$ cat src/hw/feature_bram.sv
`timescale 1ns/1ps
`default_nettype none

module feature_bram #(
  parameter int width = 12,
  parameter int depth = 320
) (
  input  logic                     clk,
  input  logic                     reset,
  input  logic [width-1:0]         din,
  input  logic [$clog2(depth)-1:0] addra,
  input  logic                     ena,
  input  logic                     wea,
  input  logic [$clog2(depth)-1:0] addrb,
  output logic [width-1:0]         dout
);

  logic [width-1:0] mem [depth];

  always_ff @(posedge clk) begin
    if (ena && wea) begin
      mem[addra] <= din;
    end
  end

  // Registered read with one cycle of latency
  always_ff @(posedge clk) begin
    if (reset) begin
      dout <= '0;
    end else begin
      dout <= mem[addrb];
    end
  end

  a_write_in_range: assert property (@(posedge clk) disable iff (reset)
    (ena && wea) |-> (int'(addra) < depth));

endmodule

`default_nettype wire

$ cat config.mk
export PLATFORM = sky130hd
export DESIGN_NAME = feature_bram
export DESIGN_NICKNAME = d
export VERILOG_FILES = /design/src/hw/feature_bram.sv
export SDC_FILE = /design/constraint.sdc
export NUM_CORES = 2
export LEC_CHECK = 0
export ABC_CLOCK_PERIOD_IN_PS = 5100
export BUFFER_PORTS_ARGS = -buffer_cell sky130_fd_sc_hd__buf_2
export CAP_MARGIN = 20
export CORE_MARGIN = 5
export CORE_UTILIZATION = 59
export CTS_BUF_LIST = sky130_fd_sc_hd__clkbuf_2 sky130_fd_sc_hd__clkbuf_4 sky130_fd_sc_hd__clkbuf_8
export DETAILED_ROUTE_END_ITERATION = 12
export GPL_TIMING_DRIVEN = 1
export PLACE_DENSITY = 0.86
export SKIP_LAST_GASP = 1
export SLEW_MARGIN = 20
export SYNTH_ARGS = -nofsm -noshare
export SYNTH_HDL_FRONTEND = slang
export SYNTH_SLANG_ARGS = --single-unit
$ cat constraint.sdc
create_clock -name clk -period 5.1 [get_ports clk]
set_clock_uncertainty 0.2 [all_clocks]
set_input_delay 0.51 -clock clk [delete_from_list [all_inputs] [get_ports clk]]
set_output_delay 0.51 -clock clk [all_outputs]
set_load 0.03 [all_outputs]
**After elaboration in Yosys (flattened, before gate mapping)**

Memory sizes are Yosys's and may differ from the RTL's. A register that Yosys moved wholly into a read port is not among the register bits.
Cells that the tools add are included.

- Register bits: 0
- Memory bits (writable): 3840
- Logic and storage cells: 4
- Memories: 1

- Mux-type cells: 2
- Reduce and logical (&&, ||, !) cells: 1

Memories:

| name | depth | bits a word | read ports | clocked after memory_dff | write ports | RTL line | source |
|---|---|---|---|---|---|---|---|
| mem | 320 | 12 | 1 | 1 | 1 | 18 | `logic [width-1:0] mem [depth];` |

Operator list:

| cell | number |
|---|---|
| two-way mux 1 bit | 2 |
| logical AND 1 bit | 1 |

**Longest topological paths before layout**

- Depth after elaboration: 3
- Gate-level depth with buffers: 14

**Worst setup path before layout**

Ideal clock, no wire load.

- Kind: input to register
- Start: in addrb[0]
- End: reg dout[3] (read register of mem)
- Arrival: 2.581 ns
- Data required time: 4.769 ns
- Slack: 2.187 ns
- Stages on the path: 10
- Path through: buf_6 -> buf_12 -> buf_6 -> buf_2 -> mux4_2 -> a22o_1 -> a221oi_1 -> o22ai_1 -> o31ai_1 -> o211ai_1

RTL lines:

| element | RTL line | source |
|---|---|---|
| start, declared | 14 | `input logic [$clog2(depth)-1:0] addrb,` |
| end, declared | 15 | `output logic [width-1:0] dout` |

==> results_dict.tcl <==
set metrics [dict create \
    outcome "completed" \
    cts_tree "done" \
    die_x_um 512 \
    area_delta_synth_final_pct 12.1 \
    hold_depth 4 \
    wire_per_inst_um 35.7 \
    antenna_left 0 \
    fmax_mhz 237 \
    clock-sinks 3852 \
    rrSetupSlack_ps 1660 \
    worst_pin_slew_ps 1310 \
    startpoint_type "input pin" \
    clk_pin_slew_ps 60 \
    rr_worst_depth 6 \
    period_share_pct 82.6 \
    pwr-share-seq_pct 55.6 \
    drive_above_1_share_pct 28.6 \
    crit_fanout 18 \
    crit_type "input pin to flip-flop" \
    routed_wl_um 408000 \
    grt_max_degree 160 \
    overflow 0 \
    ys_seq_area_share_pct 77.8 \
    die_h_um 512 \
    clkPwrFrac_pct 39.4 \
    final_common_cell "edfxtp_1" \
    syn_area_per_cell_um2 21.6 \
    final_cell_mix "edfxtp_1 (3840), mux4_2 (792), clkbuf_8 (608)" \
    cts-buffers-inserted 589 \
    p_per_area_mw_per_mm2 377 \
    root_buffer "clkbuf_8" \
    synth_area_mm2 0.148 \
    reg2reg_from "mem[279][9]$_DFFE_PP_" \
    rows 184 \
    grt_setup_unrepaired "false" \
    power.total_mw 62.7 \
    r2r_end "dout[9]$_SDFF_PP0_" \
    final_cell_count_no_fill 11400 \
    syn_nets 6899 \
    cts-resized-gates 0 \
    ios 46 \
    initial_core_util_pct 59.2 \
    post-cts-setup-buffer-count 0 \
    portBuffers 45 \
    drv_cap 0 \
    grt_pass1_wl_um 581000 \
    peakVddDrop_mv 0.379 \
    cts_max_level 6 \
    dp_cells 10400 \
    die_area_mm2 0.262 \
    hold_path.class "input pin to flip-flop" \
    drt_iter0_markers 15600 \
    synthesis.instances 6865 \
    required_ps 5900 \
    hold_path_startpoint "addra[0]" \
    max_slew_margin_pct 13.0 \
    fin_ws_ps 889 \
    via_per_inst 7.06 \
    setup_viol 0 \
    period_needed_ps 4210 \
    vias 80700 \
    core_area_mm2 0.251 \
    yosys_warnings 0 \
    power_frac_comb_pct 5.0 \
    nets 7683 \
    antenna_found_initial 29 \
    insertion_delay_ps 1160 \
    p_sw_share_pct 22.3 \
    gp_congestion 0.918 \
    async_reset_ff_share_pct 0 \
    grt_pass1_vias 81400 \
    hold_ws_ps 123 \
    ys_types 60 \
    internal-power_mw 48.7 \
    timing.final.hold_violations 0 \
    worstPathArrival_ps 5010 \
    p_sw_mw 14.0 \
    synthFlopType "edfxtp_1" \
    drc 0 \
    leakage_nw 53.3 \
    clockBufferDepth 4 \
    hold_end "mem[86][9]$_DFFE_PP_" \
    crit_path_end_kind "flip-flop" \
    grtUsageTotal_pct 30.9 \
    drv_slew 0 \
    first_pass_iters 9 \
    synth_edf_count 3840 \
    dp_hpwl_um 239000 \
    ys_seq_elements 3852 \
    place_ws_ps 237 \
]
## sequential cells by signal, summed over array words and instances (netlist names)
| register | count |
|---|---|
| dout | 12 |
| mem | 3840 |
## stage by stage
| stage | util (%) | area (um2) | setup TNS, ps |
|---|---|---|---|
| after floorplan | - | 148000 | 0 |
| after global routing | 66.3 | 166000 | 0 |
| after CTS | 66.3 | 166000 | 0 |
| after global placement | 61.8 | 155000 | -99.3 |
| final | 66.3 | 166000 | 0 |
| after detailed placement | 61.8 | 155000 | 0 |
## routing by layer
layer / routed length (um) / up-vias / GRT usage [%]
met5: 158 / - / 0
met4: 30500 / 22 / 18.7
met3: 64100 / 1774 / 10.1
met2: 190000 / 8499 / 47.0
met1: 124000 / 39900 / 39.0
li1: - / 30600 / -
## synth_stat cells, types with 24 or more instances
cell type / n / share of area, %
edfxtp_1: 3840 / 78
mux4_2: 792 / 12
nor2_1: 408 / 1.0
mux2i_1: 359 / 2.4
clkbuf_1: 161 / 0.41
nand2_1: 149 / 0.38
o22ai_1: 140 / 0.59
a22oi_1: 130 / 0.66
buf_2: 97 / 0.33
a21oi_1: 84 / 0.28
buf_6: 75 / 0.57
nor3_1: 69 / 0.23
nand3_1: 53 / 0.18
o221ai_1: 52 / 0.31
a211oi_1: 42 / 0.21
a22o_1: 35 / 0.21
mux4_1: 33 / 0.58
a221oi_1: 32 / 0.19
o21ai_0: 31 / 0.10
buf_4: 26 / 0.13
nor4_1: 24 / 0.10
## kinds of logic (layout without fill, tap and decap cells)
logic type             Yosys count  after routing  share of synthesized area (%)
DFF                           3852           3852                           77.8
muxes                         1188           1188                           15.1
and+or+nand+nor                770            770                           2.23
AOI/OAI and AO/OA              637            637                           3.04
buffers and inverters          418           1627                           1.84
other                            0             17                              0
## power groups by stage
stage                     clock (mW)  combinational (mW)  sequential [mW]
after floorplan                    0                1.59             35.5
after global placement             0                2.87             35.5
after detailed placement           0                2.99             35.6
after CTS                       24.7                3.04             34.9
after global routing            26.3                3.20             34.9
final                           24.7                3.15             34.9
## final cells by class
type	instances	area [um2]
antenna	17	42.5
clock buffer	796	9780
clock inverter	220	1250
fill	14000	84500
inverter	3	16.3
multi-input combinational	2595	30300
sequential	3852	116000
tap	3348	4190
timing repair buffer	608	5330
## worst max path at each step
stage,startpoint,to
after CTS,addrb[3],dout[9]$_SDFF_PP0_
after detailed placement,addrb[3],dout[9]$_SDFF_PP0_
after global placement,addrb[0],dout[1]$_SDFF_PP0_
after floorplan,addrb[0],dout[3]$_SDFF_PP0_
after global routing,addrb[3],dout[9]$_SDFF_PP0_
final,addrb[3],dout[9]$_SDFF_PP0_
## what timing repair did
| action | in CTS | in global routing |
|---|---|---|
| hold endpoints to repair | 1374 | 0 |
| endpoints found under the setup margin | 0 | 0 |
| hold buffers | 20 | 0 |
## worst max-delay path, cell delays in order
cell and delay [ps]:
buf_2 330, nor2_1 770, nand2_1 950, nor2_1 920
a32oi_1 370, nand3_1 380, nor4_1 130, buf_4 220
or3_1 360
Note: power is estimated with default switching activity, not from simulation.
