===== config.mk =====
export PLATFORM = sky130hd
export DESIGN_NAME = wh_mac_array
export DESIGN_NICKNAME = d
export VERILOG_FILES = /design/src/hw/gat_pkg.sv /design/src/hw/wh_mac_array.sv
export VERILOG_INCLUDE_DIRS = /design/src /design/src/hw
export SDC_FILE = /design/constraint.sdc
export NUM_CORES = 2
export LEC_CHECK = 0
export BUFFER_PORTS_ARGS = -buffer_cell sky130_fd_sc_hd__buf_2
export CAP_MARGIN = 20
export CORE_AREA = 5 5 400 402
export DETAILED_ROUTE_END_ITERATION = 8
export DIE_AREA = 0 0 405 407
export GPL_TIMING_DRIVEN = 0
export PLACE_DENSITY = 0.56
export SLEW_MARGIN = 40
export SYNTH_ARGS = -nofsm -noshare
export SYNTH_HDL_FRONTEND = slang
export SYNTH_SLANG_ARGS = --single-unit

===== constraint.sdc =====
create_clock -name clk -period 31.9 [get_ports clk]
set_clock_uncertainty 0.2 [all_clocks]
set_input_delay 4.785 -clock clk [delete_from_list [all_inputs] [get_ports clk]]
set_output_delay 4.785 -clock clk [all_outputs]
set_load 0.1 [all_outputs]

===== src/hw/gat_cfg.svh =====
`ifndef GAT_CFG_SVH
`define GAT_CFG_SVH

// Data widths
`define GAT_DATA_WIDTH      8
`define GAT_WH_DATA_WIDTH   12
`define GAT_ACC_WIDTH       20

// W is NUM_FEATURE_IN rows by NUM_FEATURE_OUT columns
`define GAT_NUM_FEATURE_IN  16
`define GAT_NUM_FEATURE_OUT 7

// Graph sizes
`define GAT_NUM_SUBGRAPHS   5
`define GAT_MAX_NODES       9
`define GAT_TOTAL_NODES     20

// Memory depths
`define GAT_H_DEPTH         (`GAT_TOTAL_NODES * `GAT_NUM_FEATURE_IN)
`define GAT_WH_DEPTH        128

`endif


===== src/hw/gat_pkg.sv =====
`default_nettype none

`include "gat_cfg.svh"

package gat_pkg;

  localparam int col_idx_w  = $clog2(`GAT_NUM_FEATURE_IN);
  localparam int num_node_w = $clog2(`GAT_MAX_NODES + 1);

  typedef logic signed [`GAT_DATA_WIDTH-1:0]    data_t;
  typedef logic [col_idx_w-1:0]                 col_idx_t;
  // Column index in the upper bits, value in the lower bits
  typedef logic [col_idx_w+`GAT_DATA_WIDTH-1:0] h_entry_t;
  typedef logic signed [`GAT_ACC_WIDTH-1:0]     acc_t;
  typedef logic signed [`GAT_WH_DATA_WIDTH-1:0] wh_elem_t;
  typedef logic [num_node_w-1:0]                num_node_t;
  // Flag, node count, then the elements with element 0 lowest
  typedef logic [1+num_node_w+`GAT_WH_DATA_WIDTH*`GAT_NUM_FEATURE_OUT-1:0] wh_word_t;
  typedef logic [$clog2(`GAT_H_DEPTH)-1:0]       h_addr_t;
  typedef logic [$clog2(`GAT_NUM_SUBGRAPHS)-1:0] sg_addr_t;
  typedef logic [$clog2(`GAT_WH_DEPTH)-1:0]      wh_addr_t;

  typedef enum logic [2:0] {
    st_idle,
    st_cnt_req,
    st_cnt_wait,
    st_row,
    st_drain
  } seq_state_t;

endpackage

`default_nettype wire


===== src/hw/wh_mac_array.sv =====
`timescale 1ns/1ps
`default_nettype none

`include "gat_cfg.svh"

module wh_mac_array
  import gat_pkg::*;
(
  input  logic                                                     clk,
  input  logic                                                     reset,
  input  data_t [`GAT_NUM_FEATURE_OUT-1:0][`GAT_NUM_FEATURE_IN-1:0] wgt,
  input  logic                                                     in_valid,
  input  logic                                                     first,
  input  logic                                                     last,
  input  h_entry_t                                                 h_entry,
  input  wh_addr_t                                                 tag_node,
  input  num_node_t                                                tag_num,
  input  logic                                                     tag_flag,
  output logic                                                     out_valid,
  output wh_elem_t [`GAT_NUM_FEATURE_OUT-1:0]                      out_elems,
  output wh_addr_t                                                 out_node,
  output num_node_t                                                out_num,
  output logic                                                     out_flag
);

  localparam acc_t elem_max = (acc_t'(1) <<< (`GAT_WH_DATA_WIDTH - 1)) - acc_t'(1);
  localparam acc_t elem_min = -(acc_t'(1) <<< (`GAT_WH_DATA_WIDTH - 1));

  col_idx_t col;
  data_t    value;
  acc_t     acc      [`GAT_NUM_FEATURE_OUT];
  acc_t     sum_next [`GAT_NUM_FEATURE_OUT];

  function automatic wh_elem_t saturate(input acc_t sum);
    if (sum > elem_max) begin
      return wh_elem_t'(elem_max);
    end
    if (sum < elem_min) begin
      return wh_elem_t'(elem_min);
    end
    return wh_elem_t'(sum);
  endfunction

  assign col   = h_entry[$bits(h_entry_t)-1 -: col_idx_w];
  assign value = data_t'(h_entry[`GAT_DATA_WIDTH-1:0]);

  // Column index picks the weight row for every lane
  always_comb begin
    for (int o = 0; o < `GAT_NUM_FEATURE_OUT; o++) begin
      sum_next[o] = acc_t'(value) * acc_t'(data_t'(wgt[o][col]));
      if (!first) begin
        sum_next[o] = acc[o] + sum_next[o];
      end
    end
  end

  always_ff @(posedge clk) begin
    if (reset) begin
      out_valid <= 1'b0;
    end else begin
      out_valid <= in_valid && last;
    end
  end

  always_ff @(posedge clk) begin
    for (int o = 0; o < `GAT_NUM_FEATURE_OUT; o++) begin
      if (in_valid) begin
        acc[o] <= sum_next[o];
      end
      if (in_valid && last) begin
        out_elems[o] <= saturate(sum_next[o]);
      end
    end
    if (in_valid && last) begin
      out_node <= tag_node;
      out_num  <= tag_num;
      out_flag <= tag_flag;
    end
  end

  a_marks_need_valid: assert property (@(posedge clk) disable iff (reset)
    (first || last) |-> in_valid);

endmodule

`default_nettype wire


Word-level counts from Yosys, hierarchy flattened
Memories as Yosys holds them, arrays and structs flattened.
Cells that the tools add are included.
- reductions and logical operators: 1
- muxes and demuxes: 86
- multiply operators: 7
- order comparisons: 15
- add/subtract/negate cells: 7
- operators by type and width (cell ; number):
    $mux W12 ; 28
    $bmux W8 S4 ; 7
    $add A20 B16 Y20 ; 7
    $gt A20 B12 Y1 const B ; 7
    $lt A20 B12 Y1 const B ; 7
    $mux W20 ; 7
    $mul A8 B8 Y16 ; 7
    $mux W8 ; 7
    $mux W1 ; 37
    $lt A4 B5 Y1 const B ; 1
    $logic_and A1 B1 Y1 ; 1
- input port bits: 925
- word-level logic and storage cells: 128
- register bits: 97
- bits in writable memories: 140
- output and inout port bits: 97
- memories: 1
- memory list (memory ; words ; width ; rd ports ; clocked after memory_dff ; wr ports ; RTL line ; source):
    acc ; 7 ; 20 ; 7 ; 0 ; 7 ; wh_mac_array.sv:31 ; acc_t acc [`GAT_NUM_FEATURE_OUT];

Longest topological paths before layout
- depth after elaboration: 12
- gate-level depth with buffers: 36
- gate-level depth less buffers: 31

Least setup slack after synthesis
Ideal clock, no wire load.
- path type: input to register
- start point: input port h_entry[8]
- end point: register out_elems[75] (netlist name), data pin
- slack: 17918 ps
- data arrival time: 13517 ps
- stages on the path: 31
- path through: clkbuf_1 buf_2 buf_1 buf_1 mux4_2 mux4_2 and2_1 fa_1 inv_1 fa_1 inv_1 fa_1 inv_1 fa_1 inv_1 ha_1 o21ai_0 o21bai_1 o41a_1 or4_1 a32oi_1 ha_1 a21o_1 a31oi_1 o21ai_0 xnor2_1 o21ai_0 or4_1 o41ai_2 buf_4 o21ai_0
- RTL lines (what ; RTL line ; source):
    start, declared ; wh_mac_array.sv:15 ; input h_entry_t h_entry,
    end signal, assigned by index ; wh_mac_array.sv:71 ; out_elems[o] <= saturate(sum_next[o]);
    end, declared ; wh_mac_array.sv:20 ; output wh_elem_t [`GAT_NUM_FEATURE_OUT-1:0] out_elems,

==> metrics <==
Fin Setup TNS 0 ns; CTS Buf Count 34; Critical R2R Capture out_elems[0]; filler cell count 16.2k; layout cell share with drive strength beyond 1 29.7%; H-Tree Depth 2; reg2reg start acc[0][0]; max-cap violations 0; Clock Latency Late Sink about 0.55 ns; Final ANT Viol Nets 0; CTS resizes 0; RSZ-0062 raised after global routing no; post-DP HPWL 188 mm; synthesis-to-finish area growth 24.6%; initial antenna violation count 78; total iterations of the first detailed-routing run 6; Worst-Margin Slew between 0.9 and 1 ns; Post-Syn Instances 4064; Syn Nets roughly 5.7k; setup slack, reg-to-reg 27.29 ns; clock root buffer clkbuf_16; CP max-delay cell mux4_2; Max-slew headroom between 30% and 40%; port bufs 1010; CORE AREA 156000 um^2; via count 37.3k; Via density 5.13; CP Capture Type flop; Fmax achieved around 65 MHz; post-synthesis sequential area ratio between 15 and 20%; commonest non-fill, non-tap cell in the layout buf_2; origin of the worst setup path h_entry[9]; drt total wl 219 mm; setup violators final 0; crit path capture out_elems[78]; die height around 410 um; CP Class input pin to flop; Top FF cell, synth edfxtp_1; CP required ~32 ns; Finished Cell Area 50700 um^2; CTS Sinks 237; Max clock buf depth 3; GRT Overall Usage 25.7%; Starting DRT DRC Count 2963; # DRC 0; status finished, final reports clean; max-slew violation count 0; CTS tree built; commonest cells after routing, fill and taps aside buf_2 (1039), inv_1 (712), fa_1 (392), ha_1 (349), and2_1 (300); fin crit period 15.34 ns; vias in the first global route approximately 38k; Worst-path clk slew 0.06 ns; R2R depth 14; die width 405 um; CP bufs+invs 10; EDFF count, synth roughly 240; IO Pins 1022; global-route wire length before repair ~290 mm; nets between 6k and 7k; final hold vios 0; CP peak stage delay 0.69 ns; Crit. path cell count 32; type of the most critical hold path flop to flop; CP max FO 10; Startpoint Class input pin; Setup Buffers After CTS 0; Synth cell types 83; syn_area_per_cell 10.0 um^2; multi-input combinational cell area 30300 um^2; Syn Std Cell Area just over 40000 um^2; ys async rst share 0%; Critical Path AT 15.38 ns; hold buffers post-CTS 0; GPL Wtd Cong 0.969; wire per inst 30.0 um; CP top delay family buffers and inverters; pin count of the biggest net entering global routing 64; gr ovfl total 0; number of synthesized register bits 237; die area 165000 um^2; Initial Util 26.1%; Yosys warnings 0; Site Rows 145; fin crit share 48.1%; Sequential cell area 7110 um^2; placed cell area 49400 um^2
-- routing by layer --
layer | global-route usage, % | part of all wire [%] | vias to the layer above
li1 | - | - | 16278
met1 | 31.3 | 39 | 18771
met5 | 0.922 | 0.050 | -
met3 | 7.20 | 9.1 | 387
met4 | 13.7 | 6.5 | 16
met2 | 41.4 | 45 | 1870
-- worst min path at each step --
| stage | start | endpoint | cells after the start |
|---|---|---|---|
| 2_1_floorplan | acc[0][0] | acc[0][0] | 3 |
| 3_3_place_gp | acc[3][0] | acc[3][0] | 3 |
| 3_5_place_dp | acc[3][0] | acc[3][0] | 3 |
| 4_1_cts | acc[3][0] | acc[3][0] | 3 |
| 5_1_grt | acc[3][0] | acc[3][0] | 3 |
| 6_report | acc[3][0] | acc[3][0] | 3 |
-- logic make-up (layout without fill, tap and decap cells) --
group	count (synthesis)	after routing	share of synthesized area [%]
muxes	336	336	16.7
buffers and inverters	877	1987	8.16
and+or+nand+nor	958	958	12.0
DFF	237	237	17.5
xor gates and xnor gates	211	211	4.54
AOI/OAI and AO/OA	704	704	11.1
adders and majority gates	741	741	30.0
other	0	50	0
-- worst min-delay path: stages (launching register included) --
cell	delay [ns]
edfxtp_1	0.33
ha_1	0.12
mux2i_1	0.07
inv_1	0.06
-- synth_stat cells, types with 34 or more instances --
| cell | number | area (um^2) |
|---|---|---|
| nor2b_1 | 34 | 213 |
| edfxtp_1 | 236 | 7090 |
| nor3_1 | 36 | 180 |
| a21oi_1 | 179 | 896 |
| a21o_1 | 61 | 458 |
| mux4_2 | 273 | 6150 |
| and2_1 | 301 | 1880 |
| o21ai_0 | 186 | 931 |
| mux2i_1 | 45 | 450 |
| inv_1 | 712 | 2670 |
| nand3_1 | 37 | 185 |
| xor2_1 | 63 | 552 |
| nor2_1 | 179 | 672 |
| nand2_1 | 252 | 946 |
| o21a_1 | 39 | 293 |
| clkbuf_1 | 129 | 484 |
| ha_1 | 349 | 4370 |
| fa_1 | 392 | 7850 |
| xnor2_1 | 148 | 1300 |
-- flip-flops by register name, summed over array words and instances, names as in the netlist --
name       cells
acc          140
out_elems     84
out_flag       1
out_node       7
out_num        4
out_valid      1
-- stage by stage --
stage | hold slack (ns) | setup WS [ns] | cells | util (%)
after floorplan | 0.435 | 17.92 | 4064 | -
after global placement | 0.461 | 13.29 | 7132 | 31.0
after detailed placement | 0.476 | 15.98 | 7171 | 31.7
final | 0.493 | 16.56 | 7282 | 32.6
after CTS | 0.491 | 16.57 | 7232 | 32.5
after global routing | 0.531 | 16.14 | 7263 | 32.5
-- area by class of cell --
type	count	share of cell area [%]
clock buffers	39	1.78
clock inverters	22	0.481
plain buffers	165	1.57
inverters	712	5.27
diodes	50	0.247
repair buffers	1049	11.8
flip-flops and latches	237	14.0
multi-input cells	2950	59.8
well taps	2058	5.08
Power is not shown: default switching activity piles up to over one toggle a cycle in this logic, so the estimate is an artifact.
