==> config.mk <==
export PLATFORM = sky130hd
export DESIGN_NAME = wh_sequencer
export DESIGN_NICKNAME = d
export VERILOG_FILES = /design/src/hw/gat_pkg.sv /design/src/hw/wh_sequencer.sv
export VERILOG_INCLUDE_DIRS = /design/src /design/src/hw
export SDC_FILE = /design/constraint.sdc
export NUM_CORES = 1
export LEC_CHECK = 0
export ABC_AREA = 1
export ABC_CLOCK_PERIOD_IN_PS = 2050
export BUFFER_PORTS_ARGS = -buffer_cell sky130_fd_sc_hd__buf_2
export CORE_UTILIZATION = 45
export CTS_BUF_LIST = sky130_fd_sc_hd__clkbuf_16
export DETAILED_ROUTE_END_ITERATION = 10
export PLACE_DENSITY = 0.84
export SLEW_MARGIN = 10
export SYNTH_ARGS = -nofsm -noshare
export SYNTH_HDL_FRONTEND = slang
export SYNTH_SLANG_ARGS = --single-unit
export TNS_END_PERCENT = 50
==> constraint.sdc <==
create_clock -name clk -period 2.05 [get_ports clk]
set_clock_uncertainty 0.2 [all_clocks]
set_input_delay 0.1025 -clock clk [delete_from_list [all_inputs] [get_ports clk]]
set_output_delay 0.1025 -clock clk [all_outputs]
set_load 0.02 [all_outputs]
==> src/hw/gat_cfg.svh <==
`ifndef GAT_CFG_SVH
`define GAT_CFG_SVH

// Data widths
`define GAT_DATA_WIDTH      8
`define GAT_WH_DATA_WIDTH   12
`define GAT_ACC_WIDTH       20

// W is NUM_FEATURE_IN rows by NUM_FEATURE_OUT columns
`define GAT_NUM_FEATURE_IN  16
`define GAT_NUM_FEATURE_OUT 7

// Graph sizes
`define GAT_NUM_SUBGRAPHS   5
`define GAT_MAX_NODES       9
`define GAT_TOTAL_NODES     20

// Memory depths
`define GAT_H_DEPTH         (`GAT_TOTAL_NODES * `GAT_NUM_FEATURE_IN)
`define GAT_WH_DEPTH        128

`endif

==> src/hw/gat_pkg.sv <==
`default_nettype none

`include "gat_cfg.svh"

package gat_pkg;

  localparam int col_idx_w  = $clog2(`GAT_NUM_FEATURE_IN);
  localparam int num_node_w = $clog2(`GAT_MAX_NODES + 1);

  typedef logic signed [`GAT_DATA_WIDTH-1:0]    data_t;
  typedef logic [col_idx_w-1:0]                 col_idx_t;
  // Column index in the upper bits, value in the lower bits
  typedef logic [col_idx_w+`GAT_DATA_WIDTH-1:0] h_entry_t;
  typedef logic signed [`GAT_ACC_WIDTH-1:0]     acc_t;
  typedef logic signed [`GAT_WH_DATA_WIDTH-1:0] wh_elem_t;
  typedef logic [num_node_w-1:0]                num_node_t;
  // Flag, node count, then the elements with element 0 lowest
  typedef logic [1+num_node_w+`GAT_WH_DATA_WIDTH*`GAT_NUM_FEATURE_OUT-1:0] wh_word_t;
  typedef logic [$clog2(`GAT_H_DEPTH)-1:0]       h_addr_t;
  typedef logic [$clog2(`GAT_NUM_SUBGRAPHS)-1:0] sg_addr_t;
  typedef logic [$clog2(`GAT_WH_DEPTH)-1:0]      wh_addr_t;

  typedef enum logic [2:0] {
    st_idle,
    st_cnt_req,
    st_cnt_wait,
    st_row,
    st_drain
  } seq_state_t;

endpackage

`default_nettype wire

==> src/hw/wh_sequencer.sv <==
`timescale 1ns/1ps
`default_nettype none

`include "gat_cfg.svh"

module wh_sequencer
  import gat_pkg::*;
(
  input  logic                                clk,
  input  logic                                reset,
  input  logic                                spmm_vld,
  output logic                                spmm_rdy,
  output sg_addr_t                            num_node_addrb,
  input  num_node_t                           num_node_dout,
  output h_addr_t                             h_addrb,
  output logic                                mac_in_valid,
  output logic                                mac_first,
  output logic                                mac_last,
  output wh_addr_t                            tag_node,
  output num_node_t                           tag_num,
  output logic                                tag_flag,
  input  logic                                mac_out_valid,
  input  wh_addr_t                            mac_node,
  input  num_node_t                           mac_num,
  input  logic                                mac_flag,
  input  wh_elem_t [`GAT_NUM_FEATURE_OUT-1:0] mac_elems,
  output logic                                wh_bram_ena,
  output wh_addr_t                            wh_bram_addra,
  output wh_word_t                            wh_bram_din
);

  localparam col_idx_t col_last = col_idx_t'(`GAT_NUM_FEATURE_IN - 1);
  localparam sg_addr_t sg_last  = sg_addr_t'(`GAT_NUM_SUBGRAPHS - 1);

  seq_state_t state;
  sg_addr_t   sg_idx;
  num_node_t  node_cnt;
  num_node_t  node_in_sg;
  col_idx_t   col;
  h_addr_t    h_addr;
  wh_addr_t   node_glb;
  wh_addr_t   wr_cnt;
  logic       issue;
  logic       row_end;
  logic       sg_end;

  assign spmm_rdy       = (state == st_idle);
  assign num_node_addrb = sg_idx;
  assign h_addrb        = h_addr;
  assign issue          = (state == st_row);
  assign row_end        = issue && (col == col_last);
  assign sg_end         = row_end && (node_in_sg == node_cnt - num_node_t'(1));

  always_ff @(posedge clk) begin
    if (reset) begin
      state      <= st_idle;
      sg_idx     <= '0;
      node_cnt   <= '0;
      node_in_sg <= '0;
      col        <= '0;
      h_addr     <= '0;
      node_glb   <= '0;
      wr_cnt     <= '0;
    end else begin
      if (wh_bram_ena) begin
        wr_cnt <= wr_cnt + wh_addr_t'(1);
      end
      case (state)
        st_idle: begin
          if (spmm_vld && spmm_rdy) begin
            state    <= st_cnt_req;
            sg_idx   <= '0;
            h_addr   <= '0;
            node_glb <= '0;
            wr_cnt   <= '0;
          end
        end
        st_cnt_req: state <= st_cnt_wait;
        st_cnt_wait: begin
          node_cnt   <= num_node_dout;
          node_in_sg <= '0;
          col        <= '0;
          state      <= st_row;
        end
        st_row: begin
          // H rows are dense, so the address just keeps counting
          h_addr <= h_addr + h_addr_t'(1);
          col    <= row_end ? '0 : col + col_idx_t'(1);
          if (row_end) begin
            node_glb   <= node_glb + wh_addr_t'(1);
            node_in_sg <= node_in_sg + num_node_t'(1);
          end
          if (sg_end) begin
            if (sg_idx == sg_last) begin
              state <= st_drain;
            end else begin
              sg_idx <= sg_idx + sg_addr_t'(1);
              state  <= st_cnt_req;
            end
          end
        end
        st_drain: begin
          if (wh_bram_ena && (wr_cnt == node_glb - wh_addr_t'(1))) begin
            state <= st_idle;
          end
        end
        default: state <= st_idle;
      endcase
    end
  end

  // Marks trail the address by one cycle to line up with the H read data
  always_ff @(posedge clk) begin
    if (reset) begin
      mac_in_valid <= 1'b0;
      mac_first    <= 1'b0;
      mac_last     <= 1'b0;
      wh_bram_ena  <= 1'b0;
    end else begin
      mac_in_valid <= issue;
      mac_first    <= issue && (col == '0);
      mac_last     <= row_end;
      wh_bram_ena  <= mac_out_valid;
    end
  end

  always_ff @(posedge clk) begin
    tag_node <= node_glb;
    tag_num  <= node_cnt;
    tag_flag <= (node_in_sg == '0);
    if (mac_out_valid) begin
      wh_bram_addra <= mac_node;
      wh_bram_din   <= {mac_flag, mac_num, mac_elems};
    end
  end

  a_count_in_range: assert property (@(posedge clk) disable iff (reset)
    (state == st_cnt_wait) |->
      (num_node_dout >= num_node_t'(1) && num_node_dout <= num_node_t'(`GAT_MAX_NODES)));

  a_addr_in_range: assert property (@(posedge clk) disable iff (reset)
    wh_bram_ena |-> (wh_bram_addra < wh_addr_t'(`GAT_TOTAL_NODES)));

  // Last entry of a row reaches the WH port two cycles after the array sees it
  a_row_to_write: assert property (@(posedge clk) disable iff (reset)
    (mac_in_valid && mac_last) |-> ##2 wh_bram_ena);

endmodule

`default_nettype wire

* After elaboration in Yosys (flattened, before gate mapping)
Cells that the tools add are included.
Word-level totals: flip-flop bits (word level) 153, bits of input ports 104, output and inout port bits 125, word-level logic and storage cells 74
Cells by class: add/sub/neg operators 8, eq/ne operators 13, multiplexer cells 21, reductions and logical operators 15
Operators by type and width (number):
- 7-bit two-way mux | 5
- 3-bit two-way mux | 7
- 9-bit case mux with 2 select lines | 1
- 4-bit case mux with 2 select lines | 2
- 3-bit case mux with 5 select lines | 1
- 7-bit by 1-bit adder with 7-bit output (second input constant) | 2
- 7-bit case mux with 2 select lines | 1
- 9-bit by 1-bit adder with 9-bit output (second input constant) | 1
- 9-bit two-way mux | 1
- 4-bit by 1-bit adder with 4-bit output (second input constant) | 2
- 4-bit zero test | 2
- 4-bit two-way mux | 2
- 7-bit equality test | 1
- 7-bit by 1-bit subtractor with 7-bit output (second input constant) | 1
- 3-bit by 2-bit equality test with 1-bit output (second input constant) | 2
- 3-bit equality test (second input constant) | 2
- 2-bit by 1-bit inequality test with 1-bit output (second input constant) | 3
- 3-bit case mux with 2 select lines | 1
- 3-bit AND reduction | 2
- 1-bit logical AND | 5
- 4-bit equality test | 1
- 4-bit equality test (second input constant) | 1
- 2-bit inequality test (second input constant) | 2
- 2-bit AND reduction | 2
- other kinds (6) | 7

* Logic depth before layout (Yosys ltp)
depth in word-level cells 5, gate-level depth with buffers 14, mapped depth without buffers 14

* Worst setup path after synthesis
No wires, ideal clock.
kind register -> register, start point register node_glb[0], end point register state[0], library setup time 0.115 ns, data arrival time 1.430 ns, required time 1.735 ns, path slack 0.305 ns, stages on the path, launching flop included 13, path buffers 0, clock period less this slack 1.745 ns, path through dfxtp_1 inv_1 ha_1 nand2_1 nand3_1 nor2_1 nand2_1 nor2_1 nand2_1 nand2_1 nand3_1 nand2_1 nor2_1
On the way: word-level cells in the longest chain between the ends 5
Ends and longest elaborated chain:
- from (decl) | line wh_sequencer.sv:41 | wh_addr_t node_glb;
- from (signal assigned) | line wh_sequencer.sv:90 | node_glb <= node_glb + wh_addr_t'(1);
- 7-bit by 1-bit subtractor with 7-bit output | line wh_sequencer.sv:103 | if (wh_bram_ena && (wr_cnt == node_glb - wh_addr_t'(1))) begin
- 7-bit equality test | line wh_sequencer.sv:103
- 1-bit logical AND | line wh_sequencer.sv:103
- 2-bit inequality test (no line)
- 3-bit AND reduction (no line)
- to (signal assigned) | line wh_sequencer.sv:98 | state <= st_cnt_req;
- to (signal assigned) | line wh_sequencer.sv:104 | state <= st_idle;
- to (signal assigned) | line wh_sequencer.sv:107 | default: state <= st_idle;
- to (decl) | line wh_sequencer.sv:35 | seq_state_t state;
Every way passes these cells. A chain may end at the register's enable or synchronous reset.

* Worst setup path after layout
start point register node_cnt[0], end point register state[2]
On the way: word-level cells in the longest chain between the ends 5
Ends and longest elaborated chain:
- from (decl) | line wh_sequencer.sv:37 | num_node_t node_cnt;
- from (signal assigned) | line wh_sequencer.sv:80 | node_cnt <= num_node_dout;
- 4-bit by 1-bit subtractor with 4-bit output | line wh_sequencer.sv:52 | assign sg_end = row_end && (node_in_sg == node_cnt - num_node_t'(1));
- 4-bit equality test | line wh_sequencer.sv:52
- 1-bit logical AND | line wh_sequencer.sv:52
- 2-bit by 1-bit inequality test with 1-bit output (no line)
- 3-bit AND reduction (no line)
- to (signal assigned) | line wh_sequencer.sv:56 | state <= st_idle;
- to (signal assigned) | line wh_sequencer.sv:71 | state <= st_cnt_req;
- to (signal assigned) | line wh_sequencer.sv:78 | st_cnt_req: state <= st_cnt_wait;
Every way passes these cells.

==> summary.txt <==
Logic synthesis
  • Mapped Cells: 485
  • Sequential fraction of the synthesis area: 0.707
  • Seq cells post-synth: 153
  • Post-synth top area cell: edfxtp_1
  • Top cell type's share of synthesized area: 0.507
  • Ys Warns: 0
  • Post-Syn Area: 5690 um^2
  • Prevailing post-synth register cell: edfxtp_1
  • EDFF count, synth: 96
  • Avg Synthesized Cell Area: 11.7 um^2
  • Synth unique cells: 35
  • Asr flop ratio synth: 0
  • Syn nets: 600
  • Largest cells by area after synthesis: edfxtp_1 (51%), dfxtp_1 (20%), nand2_1 (6.3%)

Critical path
  • Delay of the slowest cell on the worst path: 350 ps
  • Critical Path End Type: register
  • Worst Path Class, Setup: register to register
  • Worst EP required: 2220 ps
  • Worst path cell trace: inv_1, ha_1, inv_1, nand2_1, nand2_1, nand2_1, nor2_2, nand3_2, nand2_2, nand2_1, o21ai_1, nand2_1, inv_1
  • Worst setup startpoint: node_cnt[0]
  • RR Startpoint: node_cnt[0]
  • CP startpoint kind: register
  • CP Max Fanout: 5
  • CP arrival: 2060 ps
  • Slowest cell on the critical path: dfxtp_2
  • Most used cell, CP: nand2_1

Clocking
  • Num CTS Buffers: 17
  • CTS tree: built
  • Root Buffer Master: clkbuf_16
  • Total setup buffers inserted after CTS: 0
  • H-tree depth: 4
  • Skew-Pair Late Insertion Delay: 420 ps
  • Clock sinks: 153
  • Maximum clock insertion buffer count: 2
  • Worst-path clk slew: 70 ps

Layout
  • Multi-input logic area: 1420 um^2
  • Fin nets: 949
  • Core Util, Final: 0.719
  • Area grow syn2layout: 53.6%
  • Layout cell share with drive strength beyond 1: 0.346
  • ANT cells: 0
  • Final Cell Area: 8740 um^2
  • Filler Cells Inserted: 814
  • FF+latch area: 4030 um^2

Run status
  • Status: finished clean

STA
  • Rel. slew slack: 0.693
  • RSZ-0062 raised after global routing: no
  • Post-route worst setup slack: 156 ps
  • Final worst path period need: 1890 ps
  • Worst-margin pin slew: 459 ps
  • Fin crit share: 0.924
  • Count of final setup violators: 0
  • Final Hold Viols: 0
  • Final Max Tran Viols: 0
  • Setup TNS: 0 ps
  • Fmax: 0.528 GHz

Power
  • Seq pwr share: 0.414
  • Sw Share: 0.308
  • Maximum VDD drop: 0.553 mV
  • LEAKAGE: 3.82 nW
  • NetSw: 2.81 mW
  • Int Power: 6.31 mW
  • P per Cell Area: 1040 nW/um^2
  • Gate power share: 0.221
  • Clock power frac: 0.365
  • Total Power: 9.12 mW

Global routing
  • Antenna violations before repair: 0
  • First-pass GRT wire length: 27400 um
  • Total track usage: 0.288
  • Grt ovf: 0
  • Largest net degree at the start of global routing: 30
  • Number of global-route vias before repair: 5003

Worst hold path
  • Hold Path Class: input port to register
  • Hold Startpoint: spmm_vld

Job
  • Max Cap Viol: 0

Floorplanning
  • Die area: 13100 um^2
  • Row cnt: 40
  • Die Height: 114 um
  • Initial Util: 0.468
  • Die width: 114 um
  • Core Box Area: 12200 um^2
  • Ports: 229

Detailed routing
  • ANT nets after route: 0
  • Initial drt markers: 437
  • Wire length on met2: 9120 um
  • Met3 routed WL: 1380 um
  • Post-route DRC: 0
  • Highest metal used: met4
  • Post-Route WL: 18100 um
  • Vias per cell: 4.90
  • Total vias in the final route: 4975
  • Routed len/inst: 17.9 um
  • Met1 wire length: 6790 um
  • TritonRoute pass-1 iters: 5

Place
  • DP Worst Slack: 147 ps
  • Placer Congestion: 0.839
  • Area after DPL: 7090 um^2
  • Port bufs: 228
  • Detailed Place HPWL: 10800 um
==> synthesized netlist by cell type (5+ instances only) <==
cell type  instances
edfxtp_1          96
nand2_1           95
dfxtp_1           57
inv_1             55
nor2_1            43
a21oi_1           27
nand3_1           15
o21ai_0           15
nor3_1            14
ha_1              11
inv_2              5
nand4_1            5
xor2_1             5
==> power by group through the flow <==
stage	registers, mW	clock network, mW	logic, mW
2_1_floorplan	4.09	0	0.915
3_5_place_dp	3.81	0	1.81
4_1_cts	3.75	3.34	1.99
5_1_grt	3.81	3.49	2.22
3_3_place_gp	3.80	0	1.77
6_report	3.77	3.33	2.02
==> cells by family (layout without fill, tap and decap cells) <==
group,Yosys count,after routing,synth area share
AOI/OAI and AO/OA,54,54,0.0543
xor gates and xnor gates,7,7,0.0108
adders and majority gates,11,11,0.0242
buffers and inverters,66,428,0.0440
DFF,153,153,0.707
muxes,1,1,0.00176
and+or+nand+nor,193,193,0.158
==> critical path: cells and delay by family, from the launching register on <==
family / cells / cell delay [ps]
flip-flops: 1 / 350
adder cells (fa/ha/maj): 1 / 310
buffers and inverters: 3 / 190
AND/OR/NAND/NOR: 8 / 650
AO/OA/AOI/OAI: 1 / 140
==> registers in the layout (all words and copies together), names as in the netlist <==
signal	cells
tag_flag	1
wh_bram_ena	1
wh_bram_addra	7
mac_in_valid	1
mac_first	1
col	4
tag_node	7
node_cnt	4
node_glb	7
tag_num	4
h_addrb	9
mac_last	1
state	3
num_node_addrb	3
wh_bram_din	89
wr_cnt	7
node_in_sg	4
==> final timing paths <==
| path | endpoint | slack [ps] | depth (start not counted) |
|---|---|---|---|
| max | state[2] | 160 | 13 |
| min | state[0] | 0.8 | 5 |
| max reg2reg | state[2] | 160 | 13 |
| min reg2reg | tag_num[1] | 170 | 0 |
==> layout by cell type, fill, tap and decap left out, drive strengths merged, types with 11 or more instances in the layout <==
master / synthesis / layout
edfxtp: 96 / 96
dfxtp: 57 / 57
nand3: 20 / 20
nor3: 14 / 14
a21oi: 28 / 28
dlygate4sd3: 0 / 102
nor2: 52 / 52
o21ai: 17 / 17
ha: 11 / 11
inv: 60 / 70
clkbuf: 4 / 17
nand2: 97 / 97
buf: 2 / 234
==> timing repair <==
action | 4_1_cts | 5_1_grt
gates resized for setup | 0 | 3
endpoints found under the hold margin | 135 | 0
endpoints found under the setup margin | 0 | 3
hold buffers | 102 | 0
==> cell type report <==
cell class / count / area share
sequential: 153 / 0.461
tap: 168 / 0.0240
inverter: 60 / 0.0258
clock buffer: 17 / 0.0487
multi-input combinational: 266 / 0.162
clock inverter: 15 / 0.0229
timing repair buffer: 336 / 0.256
==> metrics by stage <==
stage	instances	hold slack, ps
floorplan	485	-19.0
global placement	881	78.8
detailed placement	881	80.9
CTS	1015	2.59
global route	1015	46.1
finish	1015	0.779
==> layer usage <==
metal / track usage / vias up
met3: 0.0794 / 55
met4: 0.163 / 0
li1: - / 2349
met1: 0.316 / 2327
met5: 0 / -
met2: 0.501 / 244
(Power assumes the default switching activity.)
